**config.mk**
```make
export PLATFORM = sky130hd
export DESIGN_NAME = response_router_flat
export DESIGN_NICKNAME = d
export VERILOG_FILES = /design/src/common/tcm_pkg.sv /design/src/common/mem_port_if.sv /design/src/common/bank_cmd_if.sv /design/src/verilog/response_router.sv /design/src/flat_wrapper.sv
export SDC_FILE = /design/constraint.sdc
export NUM_CORES = 1
export LEC_CHECK = 0
export BUFFER_PORTS_ARGS = -buffer_cell sky130_fd_sc_hd__buf_2
export CAP_MARGIN = 20
export CORE_AREA = 8 8 101 103
export DETAILED_ROUTE_END_ITERATION = 16
export DIE_AREA = 0 0 109 111
export GPL_ROUTABILITY_DRIVEN = 0
export GPL_TIMING_DRIVEN = 0
export MAX_ROUTING_LAYER = met4
export PLACE_DENSITY = 0.68
export SLEW_MARGIN = 20
export SYNTH_ARGS = -nofsm -noshare
export SYNTH_HDL_FRONTEND = slang
export SYNTH_SLANG_ARGS = --single-unit
```
**constraint.sdc**
```tcl
create_clock -name clk_i -period 1.4 [get_ports clk_i]
set_clock_uncertainty 0.05 [all_clocks]
set_input_delay 0.28 -clock clk_i [delete_from_list [all_inputs] [get_ports clk_i]]
set_output_delay 0.28 -clock clk_i [all_outputs]
set_load 0.02 [all_outputs]
```
**src/common/tcm_pkg.sv**
```systemverilog
// Address map, widths and enums that the TCM RTL and testbench import by wildcard

package tcm_pkg;

    // ------------------------------------------------------------------
    // Data path widths
    // ------------------------------------------------------------------
    localparam int unsigned XLEN   = 32;
    localparam int unsigned STRB_W = XLEN / 8;

    // ------------------------------------------------------------------
    // Address map
    // ------------------------------------------------------------------
    // Instruction TCM window, 4 KiB
    localparam logic [XLEN-1:0] ITCM_BASE = 32'h0001_0000;
    localparam int unsigned     ITCM_SIZE = 4096;

    // Data TCM window, 4 KiB
    localparam logic [XLEN-1:0] DTCM_BASE = 32'h0002_0000;
    localparam int unsigned     DTCM_SIZE = 4096;

    // Words per bank
    localparam int unsigned ITCM_DEPTH = ITCM_SIZE / STRB_W;
    localparam int unsigned DTCM_DEPTH = DTCM_SIZE / STRB_W;

    // Word index sized for the deeper of the two banks
    localparam int unsigned BANK_AW = (ITCM_DEPTH > DTCM_DEPTH) ?
                                      $clog2(ITCM_DEPTH) : $clog2(DTCM_DEPTH);

    // ------------------------------------------------------------------
    // Enums
    // ------------------------------------------------------------------
    // Result of decoding a request address
    typedef enum logic [1:0] {
        REGION_ITCM = 2'd0,
        REGION_DTCM = 2'd1,
        REGION_NONE = 2'd2
    } region_e;

    // Which requester owns an access
    typedef enum logic {
        OWNER_CORE = 1'b0,
        OWNER_EXT  = 1'b1
    } owner_e;

endpackage

```
**src/common/mem_port_if.sv**
```systemverilog
// Level req/ack memory port between a requester and the TCM pipeline, one instance per port

`timescale 1ns/100ps

interface mem_port_if import tcm_pkg::*; ();

    // Request side, held steady until ack
    logic              req;
    logic              we;
    logic [XLEN-1:0]   addr;
    logic [XLEN-1:0]   wdata;
    logic [STRB_W-1:0] strb;

    // Response side, valid only while ack is high
    logic              ack;
    logic              error;
    logic [XLEN-1:0]   rdata;

    modport requester (
        output req,
        output we,
        output addr,
        output wdata,
        output strb,
        input  ack,
        input  error,
        input  rdata
    );

    modport responder (
        input  req,
        input  we,
        input  addr,
        input  wdata,
        input  strb,
        output ack,
        output error,
        output rdata
    );

endinterface

```
**src/common/bank_cmd_if.sv**
```systemverilog
// Per-bank command from the arbiter, read by the RAM bank and the response router

`timescale 1ns/100ps

interface bank_cmd_if import tcm_pkg::*; ();

    logic               en;
    logic               we;
    logic [BANK_AW-1:0] word_addr;
    logic [XLEN-1:0]    wdata;
    logic [STRB_W-1:0]  be;
    owner_e             owner;

    // Registered read data from the bank
    logic [XLEN-1:0]    rdata;

    modport arbiter (
        output en,
        output we,
        output word_addr,
        output wdata,
        output be,
        output owner
    );

    modport bank (
        input  en,
        input  we,
        input  word_addr,
        input  wdata,
        input  be,
        output rdata
    );

    modport router (input en, input owner, input rdata);

endinterface

```
**src/verilog/response_router.sv**
```systemverilog
// Returns ack, error and read data to the port that owned each access, one cycle after issue

`timescale 1ns/100ps

module response_router import tcm_pkg::*; (
    input  logic          clk_i,
    input  logic          reset_i,
    bank_cmd_if.router    itcm_cmd,
    bank_cmd_if.router    dtcm_cmd,
    input  logic          core_reject_i,
    input  logic          ext_reject_i,
    mem_port_if.responder core_port,
    mem_port_if.responder ext_port
);

    logic   itcm_vld_q;
    logic   dtcm_vld_q;
    owner_e itcm_own_q;
    owner_e dtcm_own_q;
    logic   core_rej_q;
    logic   ext_rej_q;
    logic   core_itcm_hit;
    logic   core_dtcm_hit;
    logic   ext_itcm_hit;
    logic   ext_dtcm_hit;

    // ------------------------------------------------------------------
    // Issue tracking
    // ------------------------------------------------------------------
    always_ff @(posedge clk_i) begin
        if (reset_i) begin
            itcm_vld_q <= 1'b0;
            dtcm_vld_q <= 1'b0;
            itcm_own_q <= OWNER_CORE;
            dtcm_own_q <= OWNER_CORE;
            core_rej_q <= 1'b0;
            ext_rej_q  <= 1'b0;
        end else begin
            itcm_vld_q <= itcm_cmd.en;
            dtcm_vld_q <= dtcm_cmd.en;
            itcm_own_q <= itcm_cmd.owner;
            dtcm_own_q <= dtcm_cmd.owner;
            core_rej_q <= core_reject_i;
            ext_rej_q  <= ext_reject_i;
        end
    end

    // Which bank answers which port this cycle
    assign core_itcm_hit = itcm_vld_q && (itcm_own_q == OWNER_CORE);
    assign core_dtcm_hit = dtcm_vld_q && (dtcm_own_q == OWNER_CORE);
    assign ext_itcm_hit  = itcm_vld_q && (itcm_own_q == OWNER_EXT);
    assign ext_dtcm_hit  = dtcm_vld_q && (dtcm_own_q == OWNER_EXT);

    // ------------------------------------------------------------------
    // Responses
    // ------------------------------------------------------------------
    // Rejected accesses carry zero read data
    assign core_port.ack   = core_itcm_hit || core_dtcm_hit || core_rej_q;
    assign core_port.error = core_rej_q;
    assign core_port.rdata = core_itcm_hit ? itcm_cmd.rdata :
                             core_dtcm_hit ? dtcm_cmd.rdata : '0;

    assign ext_port.ack    = ext_itcm_hit || ext_dtcm_hit || ext_rej_q;
    assign ext_port.error  = ext_rej_q;
    assign ext_port.rdata  = ext_itcm_hit ? itcm_cmd.rdata :
                             ext_dtcm_hit ? dtcm_cmd.rdata : '0;

endmodule

```
**src/flat_wrapper.sv**
```systemverilog
// flat-port wrapper written by rule: the top's interface ports become plain ports
module response_router_flat import tcm_pkg::*;
  (clk_i, reset_i, core_reject_i, ext_reject_i, itcm_cmd_en, itcm_cmd_owner, itcm_cmd_rdata, dtcm_cmd_en, dtcm_cmd_owner, dtcm_cmd_rdata, core_port_req, core_port_we, core_port_addr, core_port_wdata, core_port_strb, core_port_ack, core_port_error, core_port_rdata, ext_port_req, ext_port_we, ext_port_addr, ext_port_wdata, ext_port_strb, ext_port_ack, ext_port_error, ext_port_rdata);
  bank_cmd_if itcm_cmd_i ();
  bank_cmd_if dtcm_cmd_i ();
  mem_port_if core_port_i ();
  mem_port_if ext_port_i ();
  input  logic clk_i;
  input  logic reset_i;
  input  logic core_reject_i;
  input  logic ext_reject_i;
  input wire logic [$bits(itcm_cmd_i.en)-1:0] itcm_cmd_en;
  input wire logic [$bits(itcm_cmd_i.owner)-1:0] itcm_cmd_owner;
  input wire logic [$bits(itcm_cmd_i.rdata)-1:0] itcm_cmd_rdata;
  input wire logic [$bits(dtcm_cmd_i.en)-1:0] dtcm_cmd_en;
  input wire logic [$bits(dtcm_cmd_i.owner)-1:0] dtcm_cmd_owner;
  input wire logic [$bits(dtcm_cmd_i.rdata)-1:0] dtcm_cmd_rdata;
  input wire logic [$bits(core_port_i.req)-1:0] core_port_req;
  input wire logic [$bits(core_port_i.we)-1:0] core_port_we;
  input wire logic [$bits(core_port_i.addr)-1:0] core_port_addr;
  input wire logic [$bits(core_port_i.wdata)-1:0] core_port_wdata;
  input wire logic [$bits(core_port_i.strb)-1:0] core_port_strb;
  output wire logic [$bits(core_port_i.ack)-1:0] core_port_ack;
  output wire logic [$bits(core_port_i.error)-1:0] core_port_error;
  output wire logic [$bits(core_port_i.rdata)-1:0] core_port_rdata;
  input wire logic [$bits(ext_port_i.req)-1:0] ext_port_req;
  input wire logic [$bits(ext_port_i.we)-1:0] ext_port_we;
  input wire logic [$bits(ext_port_i.addr)-1:0] ext_port_addr;
  input wire logic [$bits(ext_port_i.wdata)-1:0] ext_port_wdata;
  input wire logic [$bits(ext_port_i.strb)-1:0] ext_port_strb;
  output wire logic [$bits(ext_port_i.ack)-1:0] ext_port_ack;
  output wire logic [$bits(ext_port_i.error)-1:0] ext_port_error;
  output wire logic [$bits(ext_port_i.rdata)-1:0] ext_port_rdata;
  assign itcm_cmd_i.en = itcm_cmd_en;
  assign itcm_cmd_i.owner = itcm_cmd_owner;
  assign itcm_cmd_i.rdata = itcm_cmd_rdata;
  assign dtcm_cmd_i.en = dtcm_cmd_en;
  assign dtcm_cmd_i.owner = dtcm_cmd_owner;
  assign dtcm_cmd_i.rdata = dtcm_cmd_rdata;
  assign core_port_i.req = core_port_req;
  assign core_port_i.we = core_port_we;
  assign core_port_i.addr = core_port_addr;
  assign core_port_i.wdata = core_port_wdata;
  assign core_port_i.strb = core_port_strb;
  assign core_port_ack = core_port_i.ack;
  assign core_port_error = core_port_i.error;
  assign core_port_rdata = core_port_i.rdata;
  assign ext_port_i.req = ext_port_req;
  assign ext_port_i.we = ext_port_we;
  assign ext_port_i.addr = ext_port_addr;
  assign ext_port_i.wdata = ext_port_wdata;
  assign ext_port_i.strb = ext_port_strb;
  assign ext_port_ack = ext_port_i.ack;
  assign ext_port_error = ext_port_i.error;
  assign ext_port_rdata = ext_port_i.rdata;
  response_router u_core (.clk_i(clk_i), .reset_i(reset_i), .itcm_cmd(itcm_cmd_i), .dtcm_cmd(dtcm_cmd_i), .core_reject_i(core_reject_i), .ext_reject_i(ext_reject_i), .core_port(core_port_i), .ext_port(ext_port_i));
endmodule
```
==> results of run 1 <==
## routing by layer
| metal | track usage | vias to the layer above | routed length, um |
|---|---|---|---|
| li1 | - | 1149 | - |
| met1 | 0.166 | 1133 | 4290 |
| met2 | 0.215 | 119 | 4430 |
| met3 | 0.0791 | 8 | 1170 |
| met4 | 0.0164 | 0 | 33 |
| met5 | - | - | 0 |
## power by group
group | switching, mW | internal [mW]
logic | 0.498 | 0.502
registers | 0.00687 | 0.181
clock network | 0.0654 | 0.184
total | 0.570 | 0.867
## state kept, by name, summed over array words and instances, names as in the netlist
| signal | cells |
|---|---|
| u_core.itcm_vld_q | 1 |
| u_core.ext_port.error | 1 |
| u_core.dtcm_own_q | 1 |
| u_core.itcm_own_q | 1 |
| u_core.core_port.error | 1 |
| u_core.dtcm_vld_q | 1 |
## kinds of logic after synthesis
group / count (synthesis)
simple gates: 105
compound gates: 66
buf+inv: 33
flops: 6
## cell usage after synthesis
library cell / count / area, um2
nand3_1: 64 / 320
a31o_1: 32 / 280
and3b_1: 32 / 280
o21ai_1: 31 / 155
buf_2: 17 / 85.1
buf_4: 6 / 45.0
dfxtp_1: 6 / 120
nor2b_1: 6 / 37.5
buf_6: 5 / 56.3
clkbuf_1: 4 / 15.0
a211o_1: 2 / 17.5
and2_1: 1 / 6.26
inv_1: 1 / 3.75
nand2b_1: 1 / 6.26
nor2b_4: 1 / 13.8
o21ai_0: 1 / 5.00
## per-stage QoR
stage | cell area (um2) | hold slack [ns] | cells | setup TNS, ns | utilization
2_1_floorplan | 1560 | 0.302 | 210 | 0 | -
3_3_place_gp | 2390 | 0.441 | 457 | -11.13 | 0.280
3_5_place_dp | 2390 | 0.444 | 457 | -12.24 | 0.280
4_1_cts | 2850 | 0.218 | 466 | -17.54 | 0.333
5_1_grt | 3480 | 0.224 | 487 | -19.22 | 0.408
6_report | 3490 | 0.220 | 488 | -16.51 | 0.408
## worst max-delay path by stage
stage | endpoint | from | cells past startpoint
5_1_grt | core_port_rdata[23] | u_core.dtcm_vld_q$_SDFF_PP0_ | 6
2_1_floorplan | core_port_ack | u_core.dtcm_vld_q$_SDFF_PP0_ | 5
4_1_cts | core_port_rdata[12] | u_core.dtcm_vld_q$_SDFF_PP0_ | 6
3_5_place_dp | ext_port_rdata[2] | u_core.itcm_own_q$_SDFF_PP0_ | 6
3_3_place_gp | ext_port_rdata[2] | u_core.itcm_own_q$_SDFF_PP0_ | 6
6_report | core_port_rdata[23] | u_core.dtcm_vld_q$_SDFF_PP0_ | 6
## cell type report
cell class,instances,area (um2)
Buffer,31,377
Sequential cell,6,126
Fill cell,879,5060
Clock buffer,3,41.3
Antenna cell,13,32.5
Tap cell,108,135
Inverter,1,3.75
Timing Repair Buffer,155,1350
Multi-Input combinational cell,171,1430
## timing repair
item	4_1_cts	5_1_grt
gates cloned	0	8
buffers inserted	6	2
setup endpoints to repair	66	66
pin swaps	9	35
resized for setup	121	110
==> flow_metrics.py, run 1 <==
metrics = {
    "timing": {
        "max_slew.worst_pin.slew_ns": 0.216,
        "slew_headroom": 0.856,
        "layout_setup_ws_ns": -0.325,
        "final_max_slew_viol_count": 0,
        "setup_viol": 66,
        "tcrit_tclk_final": 1.23,
        "hold_violations": 0,
        "max_freq_ghz": 0.580,
        "min_period_ns": 1.73,
        "rsz0062_at_grt": "yes",
    },
    "placed_design": {
        "portBuffers": 139,
        "post-place-ws_ns": -0.270,
        "half_perimeter_wire_length_of_the_detailed_placement_result_um": 7400,
    },
    "floorplanning": {
        "die_w_um": 109,
        "initial_utilization": 0.169,
        "die_area_um2": 12100,
        "site_rows": 34,
        "ios": 280,
        "core_footprint_um2": 8550,
        "die_height_um": 111,
    },
    "power": {
        "vdd.ir_drop.worst_mv": 0.474,
        "power_per_cell_area_nw_per_um2": 412,
        "total_power_mw": 1.44,
        "power.leakage_nw": 1.61,
    },
    "detailed_routing": {
        "vias_per_cell": 4.94,
        "route.final.wire_length_um": 9930,
        "detail_route.wl_per_cell_um": 20.3,
        "drt_drc_violations_left": 0,
        "first_iter_violations": 96,
        "vias": 2409,
        "detailedRoute.firstPassIterationCount": 4,
        "drtAntennaViolNets": 0,
    },
    "clock_tree": {
        "cts_tree": "done",
        "cts.sinks": 6,
        "cts-buffers-inserted": 3,
        "root_buffer": "clkbuf_8",
        "htree_levels": 1,
        "cts_buffer_depth": 2,
        "cts.hold.buffers_added": 0,
        "clkTransAtPathRegs_ns": 0.03,
    },
    "synthesis": {
        "adder_cell_share_of_the_synthesized_area": 0,
        "syn-num-nets": 422,
        "synth_compound_gate_area_share": 0.316,
        "post_synth_num_cell_types": 16,
        "synth_seq_area_share": 0.0830,
        "synthSimpleGateAreaFrac": 0.459,
        "avgSynthCellArea_um2": 6.89,
        "yosys_warnings": 0,
        "synth_top_family_by_area": "simple AND/OR/NAND/NOR gates",
        "postSynthCellCount": 210,
        "synth.area.mux_share": 0,
        "xor_xnor_fraction_of_synth_area": 0,
        "postSynthRegisterBits": 6,
        "post_synth_instance_area_um2": 1450,
    },
    "worst_hold_path": {
        "worst_hold_startpoint": "core_reject_i",
        "hold_path.class": "input port to register",
        "hold_crit_depth": 2,
        "min_to": "u_core.core_port.error$_SDFF_PP0_",
    },
    "global_routing": {
        "first_global_vias": 2447,
        "first_pass_grt_wire_length_um": 13400,
        "number_of_antenna_violations_at_the_first_check_in_global_routing": 12,
        "global_route.overflow_total": 0,
        "largest_net_degree_at_the_start_of_global_routing": 11,
        "gr-usage-all-layers": 0.142,
    },
    "setup_path": {
        "worst_path_slowest_cell": "dfxtp_1",
        "setup.worst_path.start_class": "register",
        "timing.critical_path.cells": "buf_6 -> nor2b_4 -> buf_6 -> buf_8 -> a31o_1 -> buf_6",
        "critical_path_data_arrival_time_ns": 1.40,
        "timing.critical_path.required_ns": 1.07,
        "critical_path.max_fanout": 10,
        "critical-path-top-delay-family": "buffers and inverters",
        "worstPathBufferInverterCount": 4,
        "critPathMostFrequentCell": "buf_6",
        "critical-path-max-stage-delay_ns": 0.29,
        "critical_path_class": "register to primary output",
        "setup.worst_path.end_class": "primary output",
    },
    "cells_and_area": {
        "finish.net_count": 581,
        "most_used_cells_in_the_layout_excluding_fill_and_tap_cells": "buf_2 (78), buf_6 (75), nand3_1 (37)",
        "layout-area-overhead-vs-synth_pct": 141,
        "post_route_cells_drive_above_1_share": 0.692,
        "mostFrequentLayoutCell": "buf_2",
    },
    "status": {
        "outcome": "finished, violations left",
        "failed_checks": "setup timing",
    },
    "flow_run": {
        "timing.max_cap.violations": 0,
    },
}
No activity file was read; power rests on OpenSTA's default activity.
==> inputs of run 2 (changes only) <==
RECOVER_POWER = 100   (was default)
SKIP_CTS_REPAIR_TIMING = 1   (was default)
==> flow_metrics.py, run 2 (synthesis results as in run 1) <==
metrics = {
    "worst_hold_path": {
        "hold_path.class": "input port to register",
    },
    "setup_path": {
        "critical_path.max_fanout": 10,
        "setup.worst_path.end": "core_port_rdata[10]",
        "critical_path_class": "register to primary output",
        "timing.critical_path.depth": 6,
        "critPathMostFrequentCell": "buf_6",
        "critical-path-top-delay-family": "buffers and inverters",
        "timing.critical_path.cells": "buf_6 -> nor2b_4 -> buf_6 -> buf_8 -> a31o_1 -> buf_6",
        "critical_path_data_arrival_time_ns": 1.40,
        "setup.worst_path.start_class": "register",
        "setup.worst_path.start": "u_core.dtcm_vld_q$_SDFF_PP0_",
        "timing.critical_path.required_ns": 1.07,
        "critical-path-max-stage-delay_ns": 0.29,
        "worst_path_slowest_cell": "dfxtp_1",
        "setup.worst_path.end_class": "primary output",
        "worstPathBufferInverterCount": 4,
    },
    "power": {
        "power_switching_share": 0.395,
        "total_power_mw": 1.34,
        "p_sw_mw": 0.531,
        "vdd.ir_drop.worst_mv": 0.478,
        "seq_power_share": 0.140,
        "clockPowerShare": 0.185,
        "pwr-share-comb": 0.674,
        "power.leakage_nw": 1.52,
        "p_int_mw": 0.812,
        "power_per_cell_area_nw_per_um2": 425,
    },
    "timing": {
        "max_freq_ghz": 0.579,
        "final_max_slew_viol_count": 0,
        "fin_setup_tns_ns": -16.25,
        "slew_headroom": 0.834,
        "max_slew.worst_pin.slew_ns": 0.250,
        "tcrit_tclk_final": 1.23,
        "layout_setup_ws_ns": -0.327,
        "setup_viol": 66,
        "finalHoldWorstSlack_ns": 0.219,
        "hold_violations": 0,
        "min_period_ns": 1.73,
        "rsz0062_at_grt": "yes",
    },
    "clock_tree": {
        "cts_tree": "done",
        "root_buffer": "clkbuf_8",
        "cts_buffer_depth": 2,
        "cts-buffers-inserted": 3,
        "clkTransAtPathRegs_ns": 0.03,
        "cts.sinks": 6,
        "htree_levels": 1,
    },
    "status": {
        "failed_checks": "setup timing",
        "outcome": "finished, violations left",
    },
    "cells_and_area": {
        "mostFrequentLayoutCell": "buf_2",
        "finalCoreUtilization": 0.369,
        "finish.net_count": 575,
        "layout.area.seq_um2": 126,
        "multiInputGateArea_um2": 1300,
        "layout-area-overhead-vs-synth_pct": 118,
        "fin_area_um2": 3160,
        "finish.cell_count_without_fillers": 482,
        "most_used_cells_in_the_layout_excluding_fill_and_tap_cells": "buf_2 (85), buf_6 (58), nand3_1 (52), and3b_1 (32), a31o_1 (32)",
        "final.fill_count": 906,
        "post_route_cells_drive_above_1_share": 0.637,
    },
    "floorplanning": {
        "core_footprint_um2": 8550,
        "initial_utilization": 0.169,
        "site_rows": 34,
        "die_area_um2": 12100,
        "die_height_um": 111,
        "die_w_um": 109,
        "ios": 280,
    },
    "global_routing": {
        "busiest_layer": "met2",
        "number_of_antenna_violations_at_the_first_check_in_global_routing": 12,
        "first_pass_grt_wire_length_um": 13000,
        "use_met1": 0.166,
        "use_met2": 0.199,
        "gr-usage-all-layers": 0.138,
        "largest_net_degree_at_the_start_of_global_routing": 11,
        "first_global_vias": 2376,
        "global_route.usage.met3": 0.0797,
        "global_route.overflow_total": 0,
    },
    "detailed_routing": {
        "drt_drc_violations_left": 0,
        "first_iter_violations": 43,
        "detail_route.wl_per_cell_um": 19.6,
        "route.final.wire_length_um": 9430,
        "detailedRoute.firstPassIterationCount": 4,
        "vias": 2358,
        "vias_per_cell": 4.89,
        "drtAntennaViolNets": 0,
    },
    "placed_design": {
        "half_perimeter_wire_length_of_the_detailed_placement_result_um": 7400,
        "dpl-instance-area_um2": 2390,
        "post-place-ws_ns": -0.270,
        "placed_cells": 457,
        "portBuffers": 139,
    },
    "flow_run": {
        "timing.max_cap.violations": 0,
    },
}
-- run 2: power groups by stage --
stage                     Sequential [mW]  Clock (mW)  Combinational [mW]
final                               0.188       0.249               0.906
after global routing                0.189       0.265               0.962
after CTS                           0.187       0.256               0.695
after detailed placement            0.189           0               0.692
after global placement              0.189           0               0.678
after floorplan                     0.192           0               0.394
-- run 2: layout make-up --
type / count / share of cell area
Multi-Input combinational cell: 171 / 0.413
Inverter: 1 / 0.00119
Sequential cell: 6 / 0.0400
Buffer: 32 / 0.123
Clock buffer: 3 / 0.0131
Antenna cell: 13 / 0.0103
Timing Repair Buffer: 148 / 0.357
Tap cell: 108 / 0.0428
-- run 2: how the worst min path moves through the flow --
stage          slack, ns  depth (start not counted)      startpoint                                end
2_1_floorplan       0.30                          1         reset_i  u_core.core_port.error$_SDFF_PP0_
3_3_place_gp        0.44                          2  dtcm_cmd_owner       u_core.dtcm_own_q$_SDFF_PP0_
3_5_place_dp        0.44                          2   core_reject_i  u_core.core_port.error$_SDFF_PP0_
4_1_cts             0.22                          2   core_reject_i  u_core.core_port.error$_SDFF_PP0_
5_1_grt             0.23                          2     itcm_cmd_en       u_core.itcm_vld_q$_SDFF_PP0_
6_report            0.22                          2   core_reject_i  u_core.core_port.error$_SDFF_PP0_
-- run 2: routing by layer --
layer / share of wire / wire, um
met2: 0.44 / 4130
met1: 0.43 / 4030
met4: 0.0035 / 33
met5: 0 / 0
met3: 0.13 / 1240
==> inputs of run 3 (changes only) <==
ABC_AREA = 1   (was default)
CORE_AREA = 8 8 102 104   (was 8 8 101 103)
CTS_BUF_LIST = sky130_fd_sc_hd__clkbuf_16   (was default)
DIE_AREA = 0 0 110 112   (was 0 0 109 111)
PLACE_DENSITY = 0.63   (was 0.68)
==> flow_metrics.py, run 3 <==
metrics = {
    "synthesis": {
        "postSynthRegisterBits": 6,
        "post_synth_instance_area_um2": 1120,
        "synth_largest_area_cell": "nand2_1",
        "synth_top_area_frac": 0.437,
        "yosys_warnings": 0,
        "syn-num-nets": 453,
        "ys_dominant_reg_cell": "dfxtp_1",
        "postSynthCellCount": 241,
        "yosysMostFrequentCell": "nand2_1",
        "synth_async_sr_flop_share": 0,
        "yosys-top-cells-area": "nand2_1 (44%), nand3_1 (29%), dfxtp_1 (11%)",
        "post_synth_num_cell_types": 10,
        "synth_seq_area_share": 0.108,
        "avgSynthCellArea_um2": 4.63,
        "synth-edff-count": 0,
        "yosys-top-cells-count": "nand2_1 (130), nand3_1 (64), buf_2 (18)",
    },
    "setup_path": {
        "critical_path_data_arrival_time_ns": 1.26,
        "critical_path_class": "register to primary output",
        "setup.worst_path.start_class": "register",
        "setup.worst_path.end_class": "primary output",
        "timing.critical_path.required_ns": 1.07,
        "critical_path.max_fanout": 10,
    },
    "power": {
        "p_int_mw": 0.871,
        "clockPowerShare": 0.336,
        "power.leakage_nw": 1.55,
        "power_switching_share": 0.360,
        "seq_power_share": 0.140,
        "power_per_cell_area_nw_per_um2": 520,
        "p_sw_mw": 0.490,
        "pwr-share-comb": 0.524,
        "vdd.ir_drop.worst_mv": 0.612,
    },
    "floorplanning": {
        "die_height_um": 112,
        "ios": 280,
        "die_area_um2": 12300,
        "initial_utilization": 0.126,
        "site_rows": 35,
        "die_w_um": 110,
        "core_footprint_um2": 8890,
    },
    "detailed_routing": {
        "drtAntennaViolNets": 0,
        "detailedRoute.firstPassIterationCount": 4,
        "drt_drc_violations_left": 0,
        "route.final.wire_length_um": 8180,
        "first_iter_violations": 80,
        "vias": 2175,
        "vias_per_cell": 4.24,
        "detail_route.wl_per_cell_um": 16.0,
    },
    "cells_and_area": {
        "fin_area_um2": 2620,
        "finish.cell_count_without_fillers": 513,
        "finalCoreUtilization": 0.294,
        "layout.area.seq_um2": 130,
        "multiInputGateArea_um2": 915,
        "mostFrequentLayoutCell": "nand2_1",
        "layout-area-overhead-vs-synth_pct": 135,
        "final.fill_count": 1014,
        "most_used_cells_in_the_layout_excluding_fill_and_tap_cells": "nand2_1 (128), buf_2 (77), nand3_1 (59), buf_4 (43), buf_6 (31)",
        "post_route_cells_drive_above_1_share": 0.473,
        "finish.net_count": 607,
    },
    "global_routing": {
        "global_route.overflow_total": 0,
        "largest_net_degree_at_the_start_of_global_routing": 11,
        "global_route.usage.met3": 0.0641,
        "first_pass_grt_wire_length_um": 11300,
        "use_met1": 0.147,
        "number_of_antenna_violations_at_the_first_check_in_global_routing": 9,
        "use_met2": 0.179,
        "first_global_vias": 2108,
        "gr-usage-all-layers": 0.121,
        "busiest_layer": "met2",
    },
    "clock_tree": {
        "cts_buffer_depth": 2,
        "cts-buffers-inserted": 3,
        "htree_levels": 1,
        "cts_tree": "done",
        "clkTransAtPathRegs_ns": 0.03,
        "root_buffer": "clkbuf_16",
        "cts.sinks": 6,
    },
    "flow_run": {
        "timing.max_cap.violations": 0,
    },
    "worst_hold_path": {
        "min_to": "u_core.itcm_own_q$_SDFF_PP0_",
        "worst_hold_startpoint": "itcm_cmd_owner",
        "hold_crit_depth": 3,
        "hold_path.class": "input port to register",
    },
    "status": {
        "outcome": "finished, violations left",
        "failed_checks": "setup timing",
    },
    "placed_design": {
        "dpl-instance-area_um2": 1950,
        "half_perimeter_wire_length_of_the_detailed_placement_result_um": 6400,
        "placed_cells": 491,
        "portBuffers": 139,
    },
    "timing": {
        "rsz0062_at_grt": "yes",
        "max_freq_ghz": 0.628,
        "tcrit_tclk_final": 1.14,
        "finalHoldWorstSlack_ns": 0.202,
        "final_max_slew_viol_count": 0,
        "min_period_ns": 1.59,
        "layout_setup_ws_ns": -0.192,
        "slew_headroom": 0.823,
        "fin_setup_tns_ns": -9.58,
        "max_slew.worst_pin.slew_ns": 0.265,
        "setup_viol": 66,
        "hold_violations": 0,
    },
}
## run 3: cell count changes after synthesis, moves of 2 or more
cell,previous run,this run
nand2_1,0,130
a31o_1,32,0
and3b_1,32,0
o21ai_1,31,0
inv_1,1,9
nor2_1,0,7
buf_4,6,0
nor2b_1,6,0
buf_6,5,0
clkbuf_1,4,0
inv_2,0,3
a211o_1,2,0
nand2_2,0,2
## run 3: metrics by stage
stage	setup slack, ns	total power, mW
finish	-0.192	1.36
global route	-0.267	1.45
CTS	-0.362	1.21
detailed placement	-0.116	0.741
global placement	-0.104	0.732
floorplan	0.160	0.464
## run 3: kinds of logic after synthesis
logic type / synth area share
AOI/OAI and AO/OA: 0.00673
buffers and inverters: 0.121
DFF: 0.108
and+or+nand+nor: 0.765
## run 3: worst max-delay path, stage by stage, from the launching register on
cell     delay [ns]
dfxtp_2        0.33
inv_2          0.09
nand2_8        0.09
inv_8          0.11
buf_8          0.14
nand2_1        0.06
nand2_1        0.09
buf_6          0.12
## run 3: worst max-delay path by stage
stage                                  from             endpoint  slack, ns  depth (start not counted)
2_1_floorplan  u_core.dtcm_vld_q$_SDFF_PP0_  core_port_rdata[10]       0.16                          5
5_1_grt        u_core.itcm_own_q$_SDFF_PP0_  core_port_rdata[11]      -0.27                          7
4_1_cts        u_core.itcm_vld_q$_SDFF_PP0_  core_port_rdata[13]      -0.36                          6
6_report       u_core.itcm_own_q$_SDFF_PP0_  core_port_rdata[11]      -0.19                          7
3_3_place_gp   u_core.dtcm_vld_q$_SDFF_PP0_   core_port_rdata[8]      -0.10                          6
3_5_place_dp   u_core.itcm_vld_q$_SDFF_PP0_  core_port_rdata[13]      -0.12                          6
## run 3: metal layers
metal | routed length [um] | share of wire | vias to the layer above
li1 | - | - | 1086
met1 | 3380 | 0.41 | 982
met2 | 3630 | 0.44 | 103
met3 | 1150 | 0.14 | 4
met4 | 22 | 0.0027 | 0
met5 | 0 | 0 | -
## run 3: power groups by stage
stage | combinational, mW | sequential, mW | clock, mW
after floorplan | 0.272 | 0.193 | 0
after global placement | 0.542 | 0.190 | 0
after detailed placement | 0.551 | 0.190 | 0
after CTS | 0.552 | 0.187 | 0.469
after global routing | 0.768 | 0.192 | 0.487
final | 0.713 | 0.191 | 0.457
## run 3: layout make-up
class	instances	area share
antenna	9	0.00860
buffer	18	0.0923
clock buffer	3	0.0287
inverter	12	0.0239
multi-input combinational	205	0.349
sequential	6	0.0497
tap	111	0.0531
timing repair buffer	149	0.394
